**config.mk**
```make
export PLATFORM = sky130hd
export DESIGN_NAME = dma_ctrl_top
export DESIGN_NICKNAME = d
export VERILOG_FILES = /design/src/source/dma_pkg.sv /design/src/source/page_decode.sv /design/src/source/sync_fifo.sv /design/src/source/stream_channel.sv /design/src/source/global_settings.sv /design/src/source/loopback_path.sv /design/src/source/read_return.sv /design/src/source/dma_ctrl_top.sv
export SDC_FILE = /design/constraint.sdc
export NUM_CORES = 2
export LEC_CHECK = 0
export ABC_AREA = 1
export BUFFER_PORTS_ARGS = -buffer_cell sky130_fd_sc_hd__buf_4
export CELL_PAD_IN_SITES_DETAIL_PLACEMENT = 0
export CELL_PAD_IN_SITES_GLOBAL_PLACEMENT = 1
export CORE_MARGIN = 4
export CORE_UTILIZATION = 45
export DETAILED_ROUTE_END_ITERATION = 16
export PLACE_DENSITY_LB_ADDON = 0.1
export SYNTH_ARGS = -nofsm -noshare
export SYNTH_HDL_FRONTEND = slang
export SYNTH_HIERARCHICAL = 1
export SYNTH_SLANG_ARGS = --single-unit
```
**constraint.sdc**
```tcl
create_clock -name clk -period 4.6 [get_ports clk]
set_clock_uncertainty 0.1 [all_clocks]
set_input_delay 0 -clock clk [delete_from_list [all_inputs] [get_ports clk]]
set_output_delay 0 -clock clk [all_outputs]
set_load 0.01 [all_outputs]
```
**src/source/dma_pkg.sv**
```systemverilog
package dma_pkg;

  // register bus
  typedef logic [31:0] reg_addr_t;
  typedef logic [31:0] reg_data_t;

  // address bits 13:12 pick the page, the low 12 bits are the offset
  localparam int PAGE_W = 12;
  localparam int NUM_PAGES = 3;

  typedef logic [1:0] page_t;
  typedef logic [PAGE_W-1:0] reg_off_t;

  localparam page_t PAGE_H2S    = 2'd0;
  localparam page_t PAGE_S2H    = 2'd1;
  localparam page_t PAGE_GLOBAL = 2'd2;

  // channel page offsets
  localparam reg_off_t REG_ADDR   = 12'h000;
  localparam reg_off_t REG_LEN    = 12'h004;
  localparam reg_off_t REG_GO     = 12'h008;
  localparam reg_off_t REG_STATUS = 12'h00c;

  // global page offsets
  localparam reg_off_t REG_CACHE    = 12'h000;
  localparam reg_off_t REG_SOFT_RST = 12'h004;
  localparam reg_off_t REG_ID       = 12'h008;

  // ------------------------------
  // command layout, datamover style
  // ------------------------------
  localparam int TAG_W  = 4;
  localparam int BTT_W  = 23;
  localparam int DATA_W = 64;

  // fields of a REG_GO write
  localparam int GO_EOF_BIT = 0;
  localparam int GO_TAG_LSB = 4;

  typedef struct packed {
    logic [3:0]       rsvd_hi;
    logic [TAG_W-1:0] tag;
    logic [31:0]      addr;
    logic             rsvd_drr;
    logic             eof;
    logic [6:0]       rsvd_lo;
    logic [BTT_W-1:0] btt;
  } cmd_t;

  typedef logic [7:0] sts_t;

  typedef struct packed {
    logic              last;
    logic [DATA_W-1:0] data;
  } beat_t;

  localparam reg_data_t UNMAPPED_DATA = 32'hdeadbeef;
  localparam reg_data_t ID_VALUE      = 32'h0d3a_0100;

  // default queue depths, the top passes them down
  localparam int DEF_CMD_DEPTH  = 4;
  localparam int DEF_STS_DEPTH  = 4;
  localparam int DEF_LOOP_DEPTH = 16;

endpackage

```
**src/source/page_decode.sv**
```systemverilog
`timescale 1ns/1ps

module page_decode import dma_pkg::*; (
  input  logic                 clk,
  input  logic                 rst,
  input  logic                 set_stb,
  input  reg_addr_t            set_addr,
  input  logic                 get_stb,
  input  reg_addr_t            get_addr,
  output logic [NUM_PAGES-1:0] set_stb_page,
  output logic [NUM_PAGES-1:0] get_stb_page,
  output page_t                get_page_q
);

  page_t set_page;
  page_t get_page;

  assign set_page = set_addr[PAGE_W+1:PAGE_W];
  assign get_page = get_addr[PAGE_W+1:PAGE_W];

  // page 3 has no strobe at all
  always_comb begin
    for (int i = 0; i < NUM_PAGES; i++) begin
      set_stb_page[i] = set_stb && (set_page == page_t'(i));
      get_stb_page[i] = get_stb && (get_page == page_t'(i));
    end
  end

  // read_return muxes one cycle later, keep the page of that read
  always_ff @(posedge clk) begin
    if (rst) begin
      get_page_q <= PAGE_H2S;
    end else if (get_stb) begin
      get_page_q <= get_page;
    end
  end

  assert property (@(posedge clk) disable iff (rst)
    $onehot0(set_stb_page) && $onehot0(get_stb_page))
    else $error("page_decode: strobe hits more than one page");

endmodule

```
**src/source/sync_fifo.sv**
```systemverilog
`timescale 1ns/1ps

module sync_fifo #(
  parameter type payload_t = logic [7:0],
  parameter int  DEPTH     = 4
) (
  input  logic                       clk,
  input  logic                       rst,
  input  logic                       push,
  input  payload_t                   push_data,
  output logic                       full,
  input  logic                       pop,
  output payload_t                   pop_data,
  output logic                       empty,
  output logic [$clog2(DEPTH+1)-1:0] count
);

  localparam int PTR_W = (DEPTH > 1) ? $clog2(DEPTH) : 1;
  localparam int CNT_W = $clog2(DEPTH+1);

  payload_t         mem [DEPTH];
  logic [PTR_W-1:0] wr_ptr;
  logic [PTR_W-1:0] rd_ptr;

  // wrap explicitly so depths other than a power of two work
  function automatic logic [PTR_W-1:0] next_ptr(input logic [PTR_W-1:0] ptr);
    if (ptr == PTR_W'(DEPTH - 1)) begin
      return '0;
    end
    return ptr + 1'b1;
  endfunction

  always_ff @(posedge clk) begin
    if (rst) begin
      wr_ptr <= '0;
      rd_ptr <= '0;
      count  <= '0;
    end else begin
      if (push) wr_ptr <= next_ptr(wr_ptr);
      if (pop) rd_ptr <= next_ptr(rd_ptr);
      case ({push, pop})
        2'b10:   count <= count + 1'b1;
        2'b01:   count <= count - 1'b1;
        default: count <= count;
      endcase
    end
  end

  always_ff @(posedge clk) begin
    if (push) mem[wr_ptr] <= push_data;
  end

  // show-ahead, the head is visible while not empty
  assign pop_data = mem[rd_ptr];
  assign full     = (count == CNT_W'(DEPTH));
  assign empty    = (count == '0);

  // callers gate their strobes with full and empty
  assert property (@(posedge clk) disable iff (rst) !(push && full))
    else $error("sync_fifo: push while full");
  assert property (@(posedge clk) disable iff (rst) !(pop && empty))
    else $error("sync_fifo: pop while empty");

endmodule

```
**src/source/stream_channel.sv**
```systemverilog
`timescale 1ns/1ps

module stream_channel import dma_pkg::*; #(
  parameter int DEPTH_CMD = 4,
  parameter int DEPTH_STS = 4
) (
  input  logic      clk,
  input  logic      rst,
  input  logic      set_stb,
  input  reg_addr_t set_addr,
  input  reg_data_t set_data,
  input  logic      get_stb,
  input  reg_addr_t get_addr,
  output reg_data_t get_data,
  output logic      cmd_valid,
  output cmd_t      cmd_data,
  input  logic      cmd_ready,
  input  logic      sts_valid,
  input  sts_t      sts_data,
  output logic      sts_ready,
  output logic      sts_pending
);

  localparam int CMD_CNT_W = $clog2(DEPTH_CMD+1);
  localparam int STS_CNT_W = $clog2(DEPTH_STS+1);

  logic [31:0]          addr_q;
  logic [BTT_W-1:0]     len_q;
  logic [TAG_W-1:0]     tag_q;
  logic                 overflow_q;
  logic                 go_wr;
  logic                 cmd_push;
  logic                 cmd_full;
  logic                 cmd_empty;
  logic [CMD_CNT_W-1:0] cmd_count;
  cmd_t                 go_cmd;
  logic                 sts_push;
  logic                 sts_pop;
  logic                 sts_full;
  logic                 sts_empty;
  logic [STS_CNT_W-1:0] sts_count;
  sts_t                 sts_head;

  // ------------------------------
  // command composer
  // ------------------------------
  assign go_wr    = set_stb && (set_addr[PAGE_W-1:0] == REG_GO);
  assign cmd_push = go_wr && !cmd_full;

  // tag from the GO word is an offset on the running tag
  always_comb begin
    go_cmd      = '0;
    go_cmd.addr = addr_q;
    go_cmd.btt  = len_q;
    go_cmd.tag  = set_data[GO_TAG_LSB +: TAG_W] + tag_q;
    go_cmd.eof  = set_data[GO_EOF_BIT];
  end

  always_ff @(posedge clk) begin
    if (rst) begin
      addr_q     <= '0;
      len_q      <= '0;
      tag_q      <= '0;
      overflow_q <= 1'b0;
    end else begin
      if (set_stb && (set_addr[PAGE_W-1:0] == REG_ADDR)) addr_q <= set_data;
      if (set_stb && (set_addr[PAGE_W-1:0] == REG_LEN)) len_q <= set_data[BTT_W-1:0];
      if (cmd_push) tag_q <= tag_q + 1'b1;
      // sticky until reset
      if (go_wr && cmd_full) overflow_q <= 1'b1;
    end
  end

  sync_fifo #(.payload_t(cmd_t), .DEPTH(DEPTH_CMD)) u_cmd_fifo (
    .clk       (clk),
    .rst       (rst),
    .push      (cmd_push),
    .push_data (go_cmd),
    .full      (cmd_full),
    .pop       (cmd_valid && cmd_ready),
    .pop_data  (cmd_data),
    .empty     (cmd_empty),
    .count     (cmd_count)
  );

  assign cmd_valid = !cmd_empty;

  // ------------------------------
  // status queue
  // ------------------------------
  assign sts_ready = !sts_full;
  assign sts_push  = sts_valid && sts_ready;
  // reading REG_STATUS consumes the head byte
  assign sts_pop   = get_stb && (get_addr[PAGE_W-1:0] == REG_STATUS) && !sts_empty;

  sync_fifo #(.payload_t(sts_t), .DEPTH(DEPTH_STS)) u_sts_fifo (
    .clk       (clk),
    .rst       (rst),
    .push      (sts_push),
    .push_data (sts_data),
    .full      (sts_full),
    .pop       (sts_pop),
    .pop_data  (sts_head),
    .empty     (sts_empty),
    .count     (sts_count)
  );

  assign sts_pending = !sts_empty;

  always_comb begin
    case (get_addr[PAGE_W-1:0])
      REG_ADDR:   get_data = addr_q;
      REG_LEN:    get_data = {{(32-BTT_W){1'b0}}, len_q};
      REG_GO:     get_data = {{(32-TAG_W){1'b0}}, tag_q};
      REG_STATUS: get_data = {15'b0, overflow_q, 4'(cmd_count), 4'(sts_count),
                              sts_empty ? 8'h00 : sts_head};
      default:    get_data = UNMAPPED_DATA;
    endcase
  end

endmodule

```
**src/source/global_settings.sv**
```systemverilog
`timescale 1ns/1ps

module global_settings import dma_pkg::*; (
  input  logic       clk,
  input  logic       rst,
  input  logic       set_stb,
  input  reg_addr_t  set_addr,
  input  reg_data_t  set_data,
  input  reg_addr_t  get_addr,
  output reg_data_t  get_data,
  output logic [3:0] arcache,
  output logic [3:0] awcache,
  output logic       soft_reset
);

  logic [7:0] cache_q;
  reg_off_t   set_off;
  reg_off_t   get_off;

  assign set_off = set_addr[PAGE_W-1:0];
  assign get_off = get_addr[PAGE_W-1:0];

  // cache attributes survive a soft reset, only rst clears them
  always_ff @(posedge clk) begin
    if (rst) begin
      cache_q <= 8'h33;
    end else if (set_stb && (set_off == REG_CACHE)) begin
      cache_q <= set_data[7:0];
    end
  end

  assign arcache = cache_q[3:0];
  assign awcache = cache_q[7:4];

  // one cycle pulse, the data word is ignored
  always_ff @(posedge clk) begin
    if (rst) begin
      soft_reset <= 1'b0;
    end else begin
      soft_reset <= set_stb && (set_off == REG_SOFT_RST);
    end
  end

  always_comb begin
    case (get_off)
      REG_CACHE:    get_data = {24'b0, cache_q};
      REG_SOFT_RST: get_data = '0;
      REG_ID:       get_data = ID_VALUE;
      default:      get_data = UNMAPPED_DATA;
    endcase
  end

endmodule

```
**src/source/loopback_path.sv**
```systemverilog
`timescale 1ns/1ps

module loopback_path import dma_pkg::*; #(
  parameter int DEPTH = 16
) (
  input  logic              clk,
  input  logic              rst,
  input  logic              in_valid,
  input  logic [DATA_W-1:0] in_data,
  input  logic              in_last,
  output logic              in_ready,
  output logic              out_valid,
  output logic [DATA_W-1:0] out_data,
  output logic              out_last,
  input  logic              out_ready,
  input  logic              cmd_accept
);

  logic                       active_q;
  logic                       full;
  logic                       empty;
  logic                       pop;
  beat_t                      in_beat;
  beat_t                      head;

  assign in_beat.data = in_data;
  assign in_beat.last = in_last;
  assign in_ready     = !full;

  // the output only opens between an s2h command and its last beat
  assign out_valid = !empty && active_q;
  assign pop       = out_valid && out_ready;
  assign out_data  = head.data;
  assign out_last  = head.last;

  always_ff @(posedge clk) begin
    if (rst) begin
      active_q <= 1'b0;
    end else if (cmd_accept) begin
      active_q <= 1'b1;
    end else if (pop && head.last) begin
      active_q <= 1'b0;
    end
  end

  sync_fifo #(.payload_t(beat_t), .DEPTH(DEPTH)) u_beat_fifo (
    .clk       (clk),
    .rst       (rst),
    .push      (in_valid && in_ready),
    .push_data (in_beat),
    .full      (full),
    .pop       (pop),
    .pop_data  (head),
    .empty     (empty),
    .count     ()
  );

endmodule

```
**src/source/read_return.sv**
```systemverilog
`timescale 1ns/1ps

module read_return import dma_pkg::*; (
  input  logic      clk,
  input  logic      rst,
  input  logic      get_stb,
  input  page_t     get_page_q,
  input  reg_data_t h2s_data,
  input  reg_data_t s2h_data,
  input  reg_data_t global_data,
  input  logic      h2s_pending,
  input  logic      s2h_pending,
  output reg_data_t get_data,
  output logic      get_valid,
  output logic      irq
);

  reg_data_t h2s_q;
  reg_data_t s2h_q;
  reg_data_t global_q;

  // capture every page word with the strobe, the page arrives registered too
  always_ff @(posedge clk) begin
    if (get_stb) begin
      h2s_q    <= h2s_data;
      s2h_q    <= s2h_data;
      global_q <= global_data;
    end
  end

  always_ff @(posedge clk) begin
    if (rst) get_valid <= 1'b0;
    else get_valid <= get_stb;
  end

  always_comb begin
    case (get_page_q)
      PAGE_H2S:    get_data = h2s_q;
      PAGE_S2H:    get_data = s2h_q;
      PAGE_GLOBAL: get_data = global_q;
      default:     get_data = UNMAPPED_DATA;
    endcase
  end

  // one shared interrupt for both directions
  assign irq = h2s_pending | s2h_pending;

endmodule

```
**src/source/dma_ctrl_top.sv**
```systemverilog
`timescale 1ns/1ps

module dma_ctrl_top import dma_pkg::*; #(
  parameter int CMD_DEPTH  = DEF_CMD_DEPTH,
  parameter int STS_DEPTH  = DEF_STS_DEPTH,
  parameter int LOOP_DEPTH = DEF_LOOP_DEPTH
) (
  input  logic              clk,
  input  logic              rst,
  // register bus
  input  logic              set_stb,
  input  reg_addr_t         set_addr,
  input  reg_data_t         set_data,
  input  logic              get_stb,
  input  reg_addr_t         get_addr,
  output reg_data_t         get_data,
  output logic              get_valid,
  // commands
  output logic              h2s_cmd_valid,
  output cmd_t              h2s_cmd_data,
  input  logic              h2s_cmd_ready,
  output logic              s2h_cmd_valid,
  output cmd_t              s2h_cmd_data,
  input  logic              s2h_cmd_ready,
  // status
  input  logic              h2s_sts_valid,
  input  sts_t              h2s_sts_data,
  output logic              h2s_sts_ready,
  input  logic              s2h_sts_valid,
  input  sts_t              s2h_sts_data,
  output logic              s2h_sts_ready,
  // loopback stream
  input  logic              in_valid,
  input  logic [DATA_W-1:0] in_data,
  input  logic              in_last,
  output logic              in_ready,
  output logic              out_valid,
  output logic [DATA_W-1:0] out_data,
  output logic              out_last,
  input  logic              out_ready,
  output logic              irq,
  output logic [3:0]        arcache,
  output logic [3:0]        awcache
);

  logic [NUM_PAGES-1:0] set_stb_page;
  logic [NUM_PAGES-1:0] get_stb_page;
  page_t                get_page_q;
  reg_data_t            h2s_get_data;
  reg_data_t            s2h_get_data;
  reg_data_t            global_get_data;
  logic                 h2s_pending;
  logic                 s2h_pending;
  logic                 soft_reset;
  logic                 rst_chan;

  // soft reset clears queues and loopback but not the settings page
  assign rst_chan = rst || soft_reset;

  page_decode u_decode (
    .clk(clk), .rst(rst),
    .set_stb(set_stb), .set_addr(set_addr),
    .get_stb(get_stb), .get_addr(get_addr),
    .set_stb_page(set_stb_page), .get_stb_page(get_stb_page),
    .get_page_q(get_page_q)
  );

  stream_channel #(.DEPTH_CMD(CMD_DEPTH), .DEPTH_STS(STS_DEPTH)) u_h2s (
    .clk(clk), .rst(rst_chan),
    .set_stb(set_stb_page[PAGE_H2S]), .set_addr(set_addr), .set_data(set_data),
    .get_stb(get_stb_page[PAGE_H2S]), .get_addr(get_addr), .get_data(h2s_get_data),
    .cmd_valid(h2s_cmd_valid), .cmd_data(h2s_cmd_data), .cmd_ready(h2s_cmd_ready),
    .sts_valid(h2s_sts_valid), .sts_data(h2s_sts_data), .sts_ready(h2s_sts_ready),
    .sts_pending(h2s_pending)
  );

  stream_channel #(.DEPTH_CMD(CMD_DEPTH), .DEPTH_STS(STS_DEPTH)) u_s2h (
    .clk(clk), .rst(rst_chan),
    .set_stb(set_stb_page[PAGE_S2H]), .set_addr(set_addr), .set_data(set_data),
    .get_stb(get_stb_page[PAGE_S2H]), .get_addr(get_addr), .get_data(s2h_get_data),
    .cmd_valid(s2h_cmd_valid), .cmd_data(s2h_cmd_data), .cmd_ready(s2h_cmd_ready),
    .sts_valid(s2h_sts_valid), .sts_data(s2h_sts_data), .sts_ready(s2h_sts_ready),
    .sts_pending(s2h_pending)
  );

  global_settings u_global (
    .clk(clk), .rst(rst),
    .set_stb(set_stb_page[PAGE_GLOBAL]), .set_addr(set_addr), .set_data(set_data),
    .get_addr(get_addr), .get_data(global_get_data),
    .arcache(arcache), .awcache(awcache), .soft_reset(soft_reset)
  );

  loopback_path #(.DEPTH(LOOP_DEPTH)) u_loop (
    .clk(clk), .rst(rst_chan),
    .in_valid(in_valid), .in_data(in_data), .in_last(in_last), .in_ready(in_ready),
    .out_valid(out_valid), .out_data(out_data), .out_last(out_last),
    .out_ready(out_ready),
    .cmd_accept(s2h_cmd_valid && s2h_cmd_ready)
  );

  read_return u_read (
    .clk(clk), .rst(rst),
    .get_stb(get_stb), .get_page_q(get_page_q),
    .h2s_data(h2s_get_data), .s2h_data(s2h_get_data), .global_data(global_get_data),
    .h2s_pending(h2s_pending), .s2h_pending(s2h_pending),
    .get_data(get_data), .get_valid(get_valid), .irq(irq)
  );

endmodule

```
==> qor.yml <==
placement:
  hpwl_mm: 125
  placed_area_um2: 84800
  place_inst: 9101
  io_buffers: 407
  gp_congestion: 0.831
final_layout:
  drive_above_1_share_pct: 11.6
  fillers: 14900
  finalInstanceArea_um2: 94400
  nets: 7538
  syn_to_final_growth_pct: 18.9
  multi_input_area_um2: 17900
  seq_area_um2: 57100
  layout.core_utilization_pct: 54.1
  fin_cells: 9814
timing:
  final.hold.worst_slack_ns: 0.0479
  finalCritPeriodShare_pct: 89.2
  rsz0062_at_grt: "false"
  fmax_ghz: 0.244
  finalMaxSlewViolations: 0
  timing.slew.headroom_pct: 27.8
  hold_viol_final: 0
  setup_viol: 0
  period_needed_ns: 4.10
  tightest_slew_ns: 1.08
  tns_ns: 0
drt:
  routedWlPerCell_um: 21.9
  vias: 51200
  via_per_inst: 5.22
  drc: 0
  drt-total-wl_mm: 215
  drt_iter0_drc: 3938
  firstDrtPassIters: 6
  drtAntennaViolNets: 0
floorplan:
  dieArea_um2: 183000
  chipWidth_um: 428
  coreArea_um2: 175000
  num_io_pins: 444
  rows: 153
  start_util_pct: 45.5
  die_y_um: 428
clock_network:
  clock_sinks: 1962
  clk_latency_ns: 0.83
  htreeDepth: 4
  numCtsBuffers: 205
  root_buffer: "clkbuf_16"
  cts_tree: "yes"
  post_cts_buffers: 0
  cts.repair.resized: 0
  path_clk_slew_ns: 0.06
  clock_path_buffers: 3
status:
  status: "finished, final reports clean"
setup_path:
  cp-end-kind: "register"
  cp.arrival_ns: 4.51
  worstSetupPathType: "in2reg"
  crit_path_max_fanout: 30
  startpoint_type: "primary input"
  required_ns: 5.01
logic_synthesis:
  yosysWarnings: 6
  syn_area_um2: 79400
  syn_area_per_cell_um2: 12.1
  syn_inst: 6586
global_route:
  grt_pass1_vias: 49000
  track_usage_pct: 22.9
  gr-total-overflow: 0
  antenna_found_initial: 18
  grt_pass1_wl_mm: 319
  grt_start_max_net_pins: 179
pwr:
  p_leak_uw: 0.0325
  p_per_area_nw_per_um2: 389
  vdd_ir_drop_max_mv: 0.339
job:
  drv_cap: 0
min_path:
  min_path_type: "in2reg"
[worst max-delay path, cell delays in order]
cell	delay, ns
dlygate4sd3_1	0.54
buf_4	0.14
nor2_1	0.10
dlygate4sd3_1	0.56
nand2_1	0.06
dlygate4sd3_1	0.62
nor2_8	0.14
dlygate4sd3_1	0.93
nand3_1	0.26
inv_1	0.22
nand2_1	0.10
clkinv_2	0.45
buf_4	0.36
[stage by stage]
step                      power, uW  setup slack [ns]
after floorplan               20400             0.280
after detailed placement      21100              1.50
after CTS                     37100             0.522
after global routing          38000             0.354
final                         36700             0.498
after global placement        21100              1.43
[per-layer routing]
layer	share of wire (%)	GRT usage [%]	vias up
li1	-	-	24700
met1	41	28.4	24900
met2	51	40.3	1241
met3	4.6	3.58	325
met4	3.9	8.96	4
met5	0.013	0	-
[cell usage in the layout, fill, tap and decap left out, types with 10 or more instances in the layout]
cell and count:
a21oi_1 298, buf_12 30, buf_4 475, bufinv_16 10
clkbuf_1 58, clkbuf_16 205, clkinv_1 49, clkinv_2 46
conb_1 99, dfxtp_1 177, diode_2 12, dlygate4sd3_1 321
edfxtp_1 1776, ha_1 41, inv_1 690, inv_2 13
nand2_1 572, nand3_1 632, nand3b_1 11, nand4_1 34
nor2_1 649, nor2_2 16, nor2_4 21, nor3_1 22
o211ai_1 260, o21ai_0 628, o21ai_1 108, o22ai_1 160
[where the power goes]
group | internal, uW | switching [uW] | total (uW)
combinational | 504 | 842 | 1350
sequential | 19600 | 65.0 | 19600
clock | 8910 | 6830 | 15700
total | 29000 | 7730 | 36700
[path summary, 6_finish.rpt]
kind	from	endpoint	slack, ns	depth (start not counted)
worst max-delay path	set_addr[5]	u_h2s/u_cmd_fifo/mem[0][62]	0.50	13
worst max register to register	u_loop/u_beat_fifo/count[1]	u_loop/u_beat_fifo/mem[12][35]	1.58	7
worst min register to register	u_h2s/overflow_q	u_h2s/overflow_q	0.36	2
worst min-delay path	in_data[1]	u_loop/u_beat_fifo/mem[12][1]	0.05	2
[sequential cells by signal, summed over array words and instances, names as in the netlist, 23 cells and up, named ones only]
register,count
u_h2s/u_cmd_fifo/mem,288
u_s2h/u_sts_fifo/mem,32
u_h2s/u_sts_fifo/mem,32
u_read/s2h_q,32
u_s2h/len_q,23
u_h2s/len_q,23
u_loop/u_beat_fifo/mem,1040
u_s2h/addr_q,32
u_h2s/addr_q,32
u_read/global_q,32
u_s2h/u_cmd_fifo/mem,288
u_read/h2s_q,32
[timing repair]
action                      CTS  global route
hold buffers                321             0
hold endpoints to repair   1513             0
setup endpoints to repair     0             0
[cell type report]
| class | instances | area share [%] |
|---|---|---|
| diodes | 12 | 0.0318 |
| multi-input cells | 3589 | 19.0 |
| clock buffers | 270 | 5.77 |
| flip-flops and latches | 1962 | 60.5 |
| well taps | 2325 | 3.08 |
| repair buffers | 826 | 7.82 |
| clock inverters | 110 | 0.995 |
| inverters | 720 | 2.89 |
(Power assumes the default switching activity.)
